**src/source/mem_read_pkg.sv**
```systemverilog
`default_nettype none

package mem_read_pkg;

    localparam int NUM_CLIENTS = 2;
    localparam int QUEUE_DEPTH = 4;
    localparam int LINE_BYTE_OFFSET = 6;
    localparam int ID_WIDTH = 4;
    localparam int BEAT_BYTES = 4;

    // Derived widths
    localparam int QUEUE_PTR_WIDTH = $clog2(QUEUE_DEPTH);
    localparam int QUEUE_CNT_WIDTH = $clog2(QUEUE_DEPTH + 1);
    localparam int ID_SEQ_WIDTH = ID_WIDTH - 1;

    // AXI burst type INCR
    localparam logic [1:0] AXI_BURST_INCR = 2'b01;

    // Client index, also the top bit of the transaction ID
    typedef enum logic {
        CLIENT_INSTR = 1'b0,
        CLIENT_DATA  = 1'b1
    } client_e;

    typedef enum logic [1:0] {
        ISS_IDLE,
        ISS_ADDR,
        ISS_DATA
    } issuer_state_e;

    typedef struct packed {
        logic [31:0] startaddr;
        logic [31:0] va;
        logic [7:0]  len;
        logic [2:0]  size;
    } refill_req_t;

    typedef struct packed {
        refill_req_t         req;
        logic [ID_WIDTH-1:0] id;
    } queued_req_t;

    typedef struct packed {
        logic                arvalid;
        logic [ID_WIDTH-1:0] arid;
        logic [31:0]         araddr;
        logic [7:0]          arlen;
        logic [2:0]          arsize;
        logic [1:0]          arburst;
    } axi_ar_t;

    typedef struct packed {
        logic                rvalid;
        logic [ID_WIDTH-1:0] rid;
        logic [31:0]         rdata;
        logic                rlast;
    } axi_r_t;

    typedef struct packed {
        logic        valid;
        client_e     client;
        logic [31:0] addr;
        logic [31:0] va;
        logic [31:0] data;
        logic        last;
    } refill_resp_t;

endpackage

`default_nettype wire

```
**src/source/refill_queue.sv**
```systemverilog
`default_nettype none

module refill_queue #(
    parameter mem_read_pkg::client_e CLIENT = mem_read_pkg::CLIENT_INSTR
) (
    input  wire logic                      i_clk,
    input  wire logic                      i_rst,
    input  wire logic                      i_req,
    input  wire mem_read_pkg::refill_req_t i_req_data,
    input  wire logic                      i_pop,
    output logic                           o_ack,
    output mem_read_pkg::queued_req_t      o_head,
    output logic                           o_head_valid,
    output logic                           o_idle
);

    mem_read_pkg::queued_req_t r_mem [mem_read_pkg::QUEUE_DEPTH];

    logic [mem_read_pkg::QUEUE_PTR_WIDTH-1:0] r_wr_ptr;
    logic [mem_read_pkg::QUEUE_PTR_WIDTH-1:0] r_rd_ptr;
    logic [mem_read_pkg::QUEUE_CNT_WIDTH-1:0] r_count;
    logic [mem_read_pkg::ID_SEQ_WIDTH-1:0]    r_id_seq;
    logic                                     r_ack;
    logic                                     w_full;
    logic                                     w_write;
    logic                                     w_read;

    assign w_full = (r_count == mem_read_pkg::QUEUE_CNT_WIDTH'(mem_read_pkg::QUEUE_DEPTH));

    // New request seen while ack is low, held off while full
    assign w_write = i_req && !r_ack && !w_full;
    assign w_read  = i_pop && (r_count != '0);

    always_ff @(posedge i_clk) begin
        if (i_rst) begin
            r_ack <= 1'b0;
        end else if (w_write) begin
            r_ack <= 1'b1;
        end else if (!i_req) begin
            // Requester has dropped req, finish the handshake
            r_ack <= 1'b0;
        end
    end

    always_ff @(posedge i_clk) begin
        if (i_rst) begin
            r_wr_ptr <= '0;
            r_rd_ptr <= '0;
            r_count  <= '0;
            r_id_seq <= '0;
        end else begin
            if (w_write) begin
                r_wr_ptr <= r_wr_ptr + 1'b1;
                r_id_seq <= r_id_seq + 1'b1;
            end
            if (w_read) begin
                r_rd_ptr <= r_rd_ptr + 1'b1;
            end
            if (w_write && !w_read) begin
                r_count <= r_count + 1'b1;
            end else if (!w_write && w_read) begin
                r_count <= r_count - 1'b1;
            end
        end
    end

    always_ff @(posedge i_clk) begin
        if (w_write) begin
            r_mem[r_wr_ptr].req <= i_req_data;
            r_mem[r_wr_ptr].id  <= {CLIENT, r_id_seq};
        end
    end

    assign o_ack        = r_ack;
    assign o_head       = r_mem[r_rd_ptr];
    assign o_head_valid = (r_count != '0);
    assign o_idle       = (r_count == '0);

endmodule

`default_nettype wire

```
**src/source/refill_issuer.sv**
```systemverilog
`default_nettype none

module refill_issuer (
    input  wire logic                        i_clk,
    input  wire logic                        i_rst,
    input  wire mem_read_pkg::queued_req_t   i_heads [mem_read_pkg::NUM_CLIENTS],
    input  wire logic [mem_read_pkg::NUM_CLIENTS-1:0] i_head_valid,
    input  wire logic                        i_write_busy,
    input  wire logic [31:0]                 i_write_addr,
    input  wire logic                        i_axi_arready,
    input  wire mem_read_pkg::axi_r_t        i_axi_r,
    output logic [mem_read_pkg::NUM_CLIENTS-1:0] o_pop,
    output mem_read_pkg::axi_ar_t            o_axi_ar,
    output mem_read_pkg::refill_resp_t       o_resp,
    output logic [mem_read_pkg::NUM_CLIENTS-1:0] o_start,
    output logic [mem_read_pkg::NUM_CLIENTS-1:0] o_end
);

    mem_read_pkg::issuer_state_e r_state;
    mem_read_pkg::issuer_state_e w_next_state;
    mem_read_pkg::client_e       r_sel;
    mem_read_pkg::client_e       w_next_sel;
    mem_read_pkg::queued_req_t   w_head;

    logic [31:0] r_addr;
    logic [31:0] r_va;
    logic        r_end;
    logic        w_hazard;
    logic        w_arvalid;
    logic        w_ar_fire;
    logic        w_r_fire;
    logic        w_r_done;

    assign w_head = i_heads[r_sel];

    // Hold the address phase while a write to the same line is in flight
    assign w_hazard = i_write_busy &&
        (i_write_addr[31:mem_read_pkg::LINE_BYTE_OFFSET] ==
         w_head.req.startaddr[31:mem_read_pkg::LINE_BYTE_OFFSET]);

    assign w_arvalid = (r_state == mem_read_pkg::ISS_ADDR) && !w_hazard;
    assign w_ar_fire = w_arvalid && i_axi_arready;
    assign w_r_fire  = (r_state == mem_read_pkg::ISS_DATA) && i_axi_r.rvalid;
    assign w_r_done  = w_r_fire && i_axi_r.rlast;

    always_comb begin
        w_next_state = r_state;
        w_next_sel   = r_sel;
        case (r_state)
            mem_read_pkg::ISS_IDLE: begin
                // Data side has fixed priority
                if (i_head_valid[mem_read_pkg::CLIENT_DATA]) begin
                    w_next_sel   = mem_read_pkg::CLIENT_DATA;
                    w_next_state = mem_read_pkg::ISS_ADDR;
                end else if (i_head_valid[mem_read_pkg::CLIENT_INSTR]) begin
                    w_next_sel   = mem_read_pkg::CLIENT_INSTR;
                    w_next_state = mem_read_pkg::ISS_ADDR;
                end
            end
            mem_read_pkg::ISS_ADDR: begin
                if (w_ar_fire) begin
                    w_next_state = mem_read_pkg::ISS_DATA;
                end
            end
            mem_read_pkg::ISS_DATA: begin
                if (w_r_done) begin
                    w_next_state = mem_read_pkg::ISS_IDLE;
                end
            end
            default: begin
                w_next_state = mem_read_pkg::ISS_IDLE;
            end
        endcase
    end

    always_ff @(posedge i_clk) begin
        if (i_rst) begin
            r_state <= mem_read_pkg::ISS_IDLE;
            r_sel   <= mem_read_pkg::CLIENT_INSTR;
            r_end   <= 1'b0;
        end else begin
            r_state <= w_next_state;
            r_sel   <= w_next_sel;
            r_end   <= w_r_done;
        end
    end

    // Running beat addresses, start from the head on the AR handshake
    always_ff @(posedge i_clk) begin
        if (w_ar_fire) begin
            r_addr <= w_head.req.startaddr;
            r_va   <= w_head.req.va;
        end else if (w_r_fire) begin
            r_addr <= r_addr + 32'(mem_read_pkg::BEAT_BYTES);
            r_va   <= r_va + 32'(mem_read_pkg::BEAT_BYTES);
        end
    end

    always_comb begin
        o_axi_ar.arvalid = w_arvalid;
        o_axi_ar.arid    = w_head.id;
        o_axi_ar.araddr  = w_head.req.startaddr;
        o_axi_ar.arlen   = w_head.req.len;
        o_axi_ar.arsize  = w_head.req.size;
        o_axi_ar.arburst = mem_read_pkg::AXI_BURST_INCR;
    end

    always_comb begin
        o_resp.valid  = w_r_fire;
        o_resp.client = r_sel;
        o_resp.addr   = r_addr;
        o_resp.va     = r_va;
        o_resp.data   = i_axi_r.rdata;
        o_resp.last   = i_axi_r.rlast;
    end

    // r_sel still names the finished client in the cycle after rlast
    always_comb begin
        for (int c = 0; c < mem_read_pkg::NUM_CLIENTS; c++) begin
            o_pop[c]   = w_r_done && (r_sel == mem_read_pkg::client_e'(c));
            o_start[c] = w_arvalid && (r_sel == mem_read_pkg::client_e'(c));
            o_end[c]   = r_end && (r_sel == mem_read_pkg::client_e'(c));
        end
    end

endmodule

`default_nettype wire

```
**src/source/mem_read_top.sv**
```systemverilog
`default_nettype none

module mem_read_top (
    input  wire logic                        i_clk,
    input  wire logic                        i_rst,
    input  wire logic [mem_read_pkg::NUM_CLIENTS-1:0] i_req,
    input  wire mem_read_pkg::refill_req_t   i_req_data [mem_read_pkg::NUM_CLIENTS],
    input  wire logic                        i_write_busy,
    input  wire logic [31:0]                 i_write_addr,
    input  wire logic                        i_axi_arready,
    input  wire mem_read_pkg::axi_r_t        i_axi_r,
    output logic [mem_read_pkg::NUM_CLIENTS-1:0] o_ack,
    output logic [mem_read_pkg::NUM_CLIENTS-1:0] o_idle,
    output mem_read_pkg::axi_ar_t            o_axi_ar,
    output mem_read_pkg::refill_resp_t       o_resp,
    output logic [mem_read_pkg::NUM_CLIENTS-1:0] o_start,
    output logic [mem_read_pkg::NUM_CLIENTS-1:0] o_end
);

    mem_read_pkg::queued_req_t                w_heads [mem_read_pkg::NUM_CLIENTS];
    logic [mem_read_pkg::NUM_CLIENTS-1:0]     w_head_valid;
    logic [mem_read_pkg::NUM_CLIENTS-1:0]     w_pop;

    // One queue per client, index matches client_e
    for (genvar g = 0; g < mem_read_pkg::NUM_CLIENTS; g++) begin : g_queue
        refill_queue #(
            .CLIENT(mem_read_pkg::client_e'(g))
        ) i_refill_queue (
            .i_clk       (i_clk),
            .i_rst       (i_rst),
            .i_req       (i_req[g]),
            .i_req_data  (i_req_data[g]),
            .i_pop       (w_pop[g]),
            .o_ack       (o_ack[g]),
            .o_head      (w_heads[g]),
            .o_head_valid(w_head_valid[g]),
            .o_idle      (o_idle[g])
        );
    end

    refill_issuer i_refill_issuer (
        .i_clk        (i_clk),
        .i_rst        (i_rst),
        .i_heads      (w_heads),
        .i_head_valid (w_head_valid),
        .i_write_busy (i_write_busy),
        .i_write_addr (i_write_addr),
        .i_axi_arready(i_axi_arready),
        .i_axi_r      (i_axi_r),
        .o_pop        (w_pop),
        .o_axi_ar     (o_axi_ar),
        .o_resp       (o_resp),
        .o_start      (o_start),
        .o_end        (o_end)
    );

endmodule

`default_nettype wire

```
**config.mk**
```make
export PLATFORM = sky130hd
export DESIGN_NAME = mem_read_top
export DESIGN_NICKNAME = d
export VERILOG_FILES = /design/src/source/mem_read_pkg.sv /design/src/source/refill_queue.sv /design/src/source/refill_issuer.sv /design/src/source/mem_read_top.sv
export SDC_FILE = /design/constraint.sdc
export NUM_CORES = 1
export LEC_CHECK = 0
export BUFFER_PORTS_ARGS = -buffer_cell sky130_fd_sc_hd__buf_2
export CAP_MARGIN = 20
export CORE_UTILIZATION = 45
export CTS_CLUSTER_DIAMETER = 80
export CTS_CLUSTER_SIZE = 30
export DETAILED_ROUTE_END_ITERATION = 12
export HOLD_SLACK_MARGIN = 0.12
export SLEW_MARGIN = 20
export SYNTH_ARGS = -nofsm -noshare
export SYNTH_HDL_FRONTEND = slang
export SYNTH_SLANG_ARGS = --single-unit
```
**constraint.sdc**
```tcl
create_clock -name i_clk -period 5.7 [get_ports i_clk]
set_input_delay 1.14 -clock i_clk [delete_from_list [all_inputs] [get_ports i_clk]]
set_output_delay 1.14 -clock i_clk [all_outputs]
set_load 0.05 [all_outputs]
```
Yosys cells after proc, flatten, opt, wreduce, memory -nomap -nowiden:

Memory sizes are Yosys's and may differ from the RTL's. A register that Yosys moved wholly into a read port is not among the register bits.
Index checks and enable logic that the tools add are counted.

* flip-flop bits (word level): 90
* RAM bits: 624
* bits of input ports: 226
* word-level logic and storage cells: 113
* memories: 2

Memories
* g_queue[0].i_refill_queue.r_mem: depth 4, width 78, read ports 1, clocked after memory_dff 1, write ports 1, RTL line refill_queue.sv:17 `mem_read_pkg::queued_req_t r_mem [mem_read_pkg::QUEUE_DEPTH];`
* g_queue[1].i_refill_queue.r_mem: depth 4, width 78, read ports 1, clocked after memory_dff 1, write ports 1, RTL line refill_queue.sv:17

* add/subtract/negate cells: 12
* $lt $le $gt $ge: 1
* equal/unequal tests: 10
* mux-type cells: 30
* bitwise gates (word level): 2
* reductions and logical operators: 41

Operator list (count)
* $mux 79: 3
* $mux 32: 4
* $add 32x3->32 const B: 2
* $eq 26x26->1: 1
* $logic_and 1x1->1: 21
* $mux 2: 8
* $add 3x1->3 const B: 4
* $mux 3: 4
* $mux 1: 10
* $logic_not 1->1: 9
* $add 2x1->2 const B: 4
* $ne 2x1->1 const B: 4
* $reduce_bool 2->1: 4
* $eq 3x3->1 const B: 2
* $logic_not 3->1: 2
* $pmux 2 s3: 1
* $reduce_bool 3->1: 2
* $sub 3x1->3 const B: 2
* $ne 3x3->1 const B: 1
* $reduce_and 3->1: 1
* $eq 2x1->1 const B: 1
* $eq 2x2->1 const B: 1
* $ge 2x2->1 const B: 1
* $logic_not 2->1: 1
* other kinds (3): 3

Longest topological paths before layout:

* depth after elaboration: 11
* gate-level depth with buffers: 13
* mapped depth without buffers: 11

By module:

From an unflattened synthesis, not the netlist that was laid out.

* cell total of the unflattened synthesis: 1461
* area total of the unflattened synthesis: 29200.5 um^2

Modules (own cells, without submodules)
* refill_queue: instances 2, cells an instance 476, area each 11910.2 um^2
* refill_issuer: instances 1, cells an instance 509, area each 5380.2 um^2

Least setup slack after synthesis:

No wires, ideal clock.

* path kind: register to output
* start: register with a tool-made name
* end: output port o_start[0] (netlist name)
* data arrival time: 3.014 ns
* slack: 1.546 ns
* stages on the path, launching flop included: 11
* buffers on the path: 2
* path through: dfxtp_1 -> clkbuf_1 -> buf_2 -> mux2i_1 -> o22ai_1 -> or2_1 -> xnor2_1 -> nand4_1 -> nor4_1 -> and3_1 -> nor3_1

RTL lines
* end: declaration: RTL line mem_read_top.sv:16 `output logic [mem_read_pkg::NUM_CLIENTS-1:0] o_start,`

==> metrics.md <==
| Metric | Value |
|---|---|
| CP Launch Type | flop |
| Row Count | 92 |
| Antenna-violating nets left | 0 |
| Die Height | 256 um |
| DR iter-0 viols | 1,140 |
| Crit path DAT | 4.31 ns |
| Initial Util | 45.8% |
| Final net count | 2,056 |
| Hold_buf cts | 0 |
| CTS root buf | clkbuf_16 |
| Gate Count Post-Synth | 1,537 |
| Net Sw Power | 0.00367 W |
| DP HPWL | 44,300 um |
| Final core occ | 51.2% |
| Critical path endpoint | o_start[1] |
| Final Instance Area | 0.0325 mm2 |
| Total track usage | 20.9% |
| Fraction of layout cells with a size suffix above 1 | 30.6% |
| Crit share post-route | 95.7% |
| CTS Buf Count | 34 |
| Fmax | 183 MHz |
| Synthesized net count | 1,779 |
| Min-delay src | g_queue[1].i_refill_queue.o_ack |
| H-tree levels | 2 |
| Async SR Flop Fraction | 0% |
| Final WL | 68,500 um |
| Synth unique cells | 43 |
| Worst Path Required | 4.56 ns |
| Area of the die | 0.0657 mm2 |
| Cell area after synthesis | 0.0291 mm2 |
| Port buffer count | 306 |
| Drt drc | 0 |
| Switch share | 30.9% |
| FF-to-FF path depth | 10 |
| Post-Syn Area per Cell | 18.9 um2 |
| Max clock buf depth | 3 |
| Power per cell area | 365 mW/mm2 |
| Leak pwr | 10.8 nW |
| Largest net degree at the start of global routing | 69 |
| Peak VDD IR | 0.235 mV |
| CP Capture Type | output port |
| Number of synthesized flops with an enable pin | 688 |
| Clk pwr share | 24.0% |
| TritonCTS clock tree | done |
| GR Overflow Total | 0 |
| Critical path's slowest cell | nor4_2 |
| Critical path fanouts, max | 32 |
| Area delta synth->final | 11.8% |
| Yosys reg bits | 718 |
| DP Area | 0.0314 mm2 |
| Buffers plus inverters on the worst setup path | 2 |
| Max Cap Violations | 0 |
| Synth Warn # | 0 |
| Worst path max stage delay | 0.85 ns |
| Final Hold Fails | 0 |
| WS Path Type | flop to output port |
| Final setup margin | 0.246 ns |
| Sequential share of the synthesized area | 73.1% |
| Internal | 0.00820 W |
| First-pass GRT wire length | 101,000 um |
| Top-Level Pins | 383 |
| Core box area | 0.0635 mm2 |
| Flop2flop setup slack | 1.39 ns |
| Crit path max-delay family | simple AND/OR/NAND/NOR gates |
| Status | finished clean |
| Slew @ Worst Pin | 0.930 ns |
| Tmin final | 5.45 ns |
| Post-cts resize count | 0 |
| Total number of vias | 14.6k |
| Antenna violations before repair | 22 |
| WL per Instance | 25.5 um |
| Post-Place Worst Slack | 0.863 ns |
| Die width | 256 um |
| CTS Sinks | 718 |
| Clk slew on worst S/H paths | 0.11 ns |
| Hold Path Class | flop to flop |
| Post-DR vias/cell | 5.43 |
| Clk_lat worst skew | 0.59 ns |
| Sequential power share | 54.4% |
| CP cell instances | buf_4 > mux2i_1 > o22ai_1 > nor2_1 > xor2_1 > nand4_1 > nor4_2 > and3_1 > nor3_1 > buf_2 |
| Max-slew violation count | 0 |
| Setup TNS | 0 ns |
| DR pass1 iterations | 5 |
| Synth Flop Type | edfxtp_1 |
| Worst-case headroom to the max-slew limit | 37.5% |
| Vias in the first global route | 15.2k |
| GPL Wtd Cong | 0.862 |
| Comb pwr share | 21.6% |
| Worst reg2reg path endpoint | i_refill_issuer.r_addr[12] |
| Final setup viols | 0 |
| WP depth | 10 |
| RSZ-0062 raised after global routing | no |
| Worst clock skew | 0.0438 ns |
| Post-CTS setup buffers | 0 |
cell usage after synthesis, types with 10 or more instances:
library cell / number / area (um2)
edfxtp_1: 688 / 20700
mux2i_1: 174 / 1740
mux4_2: 114 / 2570
xor2_1: 66 / 578
buf_4: 46 / 345
nor2_1: 42 / 158
o22ai_1: 42 / 263
inv_1: 37 / 139
nand2_1: 31 / 116
dfxtp_1: 30 / 601
xnor2_1: 30 / 263
buf_2: 28 / 140
nand3_1: 24 / 120
mux2_2: 21 / 236
clkbuf_1: 20 / 75.1
and2_1: 17 / 106
and3_1: 15 / 93.8
ha_1: 14 / 175
buf_1: 10 / 37.5
nand4_1: 10 / 62.6
worst min path at each step:
stage | endpoint | cells after the start
2_1_floorplan | g_queue[0].i_refill_queue.o_ack | 2
3_3_place_gp | g_queue[0].i_refill_queue.o_ack | 2
3_5_place_dp | g_queue[1].i_refill_queue.o_ack | 2
4_1_cts | g_queue[1].i_refill_queue.o_ack | 2
5_1_grt | g_queue[1].i_refill_queue.o_ack | 2
6_report | g_queue[1].i_refill_queue.o_ack | 2
state kept, by name, summed over array words and instances (netlist names), named ones only:
signal,count
g_queue.i_refill_queue.o_ack,2
i_refill_issuer.r_addr,32
i_refill_issuer.r_state,2
g_queue.i_refill_queue.r_count,6
i_refill_issuer.r_sel,1
g_queue.i_refill_queue.r_mem,624
g_queue.i_refill_queue.r_rd_ptr,4
g_queue.i_refill_queue.r_id_seq,6
i_refill_issuer.r_va,32
i_refill_issuer.r_end,1
g_queue.i_refill_queue.r_wr_ptr,4
through the flow:
step | hold slack, ns | instances | power [W]
final | 0.459 | 2692 | 0.0119
after global routing | 0.490 | 2689 | 0.0123
after CTS | 0.462 | 2682 | 0.0120
after detailed placement | 0.449 | 2624 | 0.00918
after global placement | 0.442 | 2624 | 0.00912
after floorplan | 0.436 | 1537 | 0.00841
logic make-up after synthesis:
| family | share of synthesized area (%) |
|---|---|
| flip-flops | 73.1 |
| multiplexers | 15.9 |
| buffers and inverters | 2.74 |
| XOR/XNOR | 2.89 |
| AO/OA/AOI/OAI | 1.46 |
| other | 0.0258 |
| adder cells (fa/ha/maj) | 0.740 |
| AND/OR/NAND/NOR | 3.20 |
layout make-up:
type | count | area, um2
antenna | 10 | 25.0
clock buffer | 39 | 891
clock inverter | 19 | 170
fill | 5296 | 31000
inverter | 38 | 145
multi-input combinational | 672 | 7080
sequential | 718 | 21300
tap | 846 | 1060
timing repair buffer | 350 | 1890
worst reg2reg max path: stages, from the launching register on:
cell and delay (ns):
dfxtp_4 0.73, buf_4 0.32, mux2i_1 0.20, o22ai_1 0.12
nor2_1 0.32, xor2_1 0.18, nand4_1 0.15, nor4_2 0.85
a31oi_4 0.25, or2_4 0.52, buf_4 0.41
power groups by stage:
stage               Combinational (W)  Sequential (W)  Clock, W
finish                        0.00256         0.00646   0.00285
global route                  0.00272         0.00650   0.00309
CTS                           0.00260         0.00646   0.00292
detailed placement            0.00259         0.00658         0
global placement              0.00256         0.00656         0
floorplan                     0.00158         0.00683         0
cells in the final DEF, fill, tap and decap left out, types with 9 or more instances in the layout:
cell / n
xor2_1: 66
dfxtp_1: 26
o22ai_1: 42
mux2_2: 21
nor2_1: 42
nand3_1: 24
mux4_2: 114
buf_4: 42
and2_1: 9
xnor2_1: 30
clkbuf_16: 35
inv_1: 37
and3_1: 15
diode_2: 10
edfxtp_1: 688
buf_2: 306
mux2i_1: 174
ha_1: 14
nand2_1: 31
nand4_1: 10
routing by layer:
metal | track usage [%] | wire [um] | vias up
met3 | 5.37 | 4670 | 92
met5 | 0 | 126 | -
met2 | 34.9 | 34200 | 372
li1 | - | - | 6531
met4 | 5.49 | 1330 | 22
met1 | 27.2 | 28200 | 7612
(Power assumes the default switching activity.)
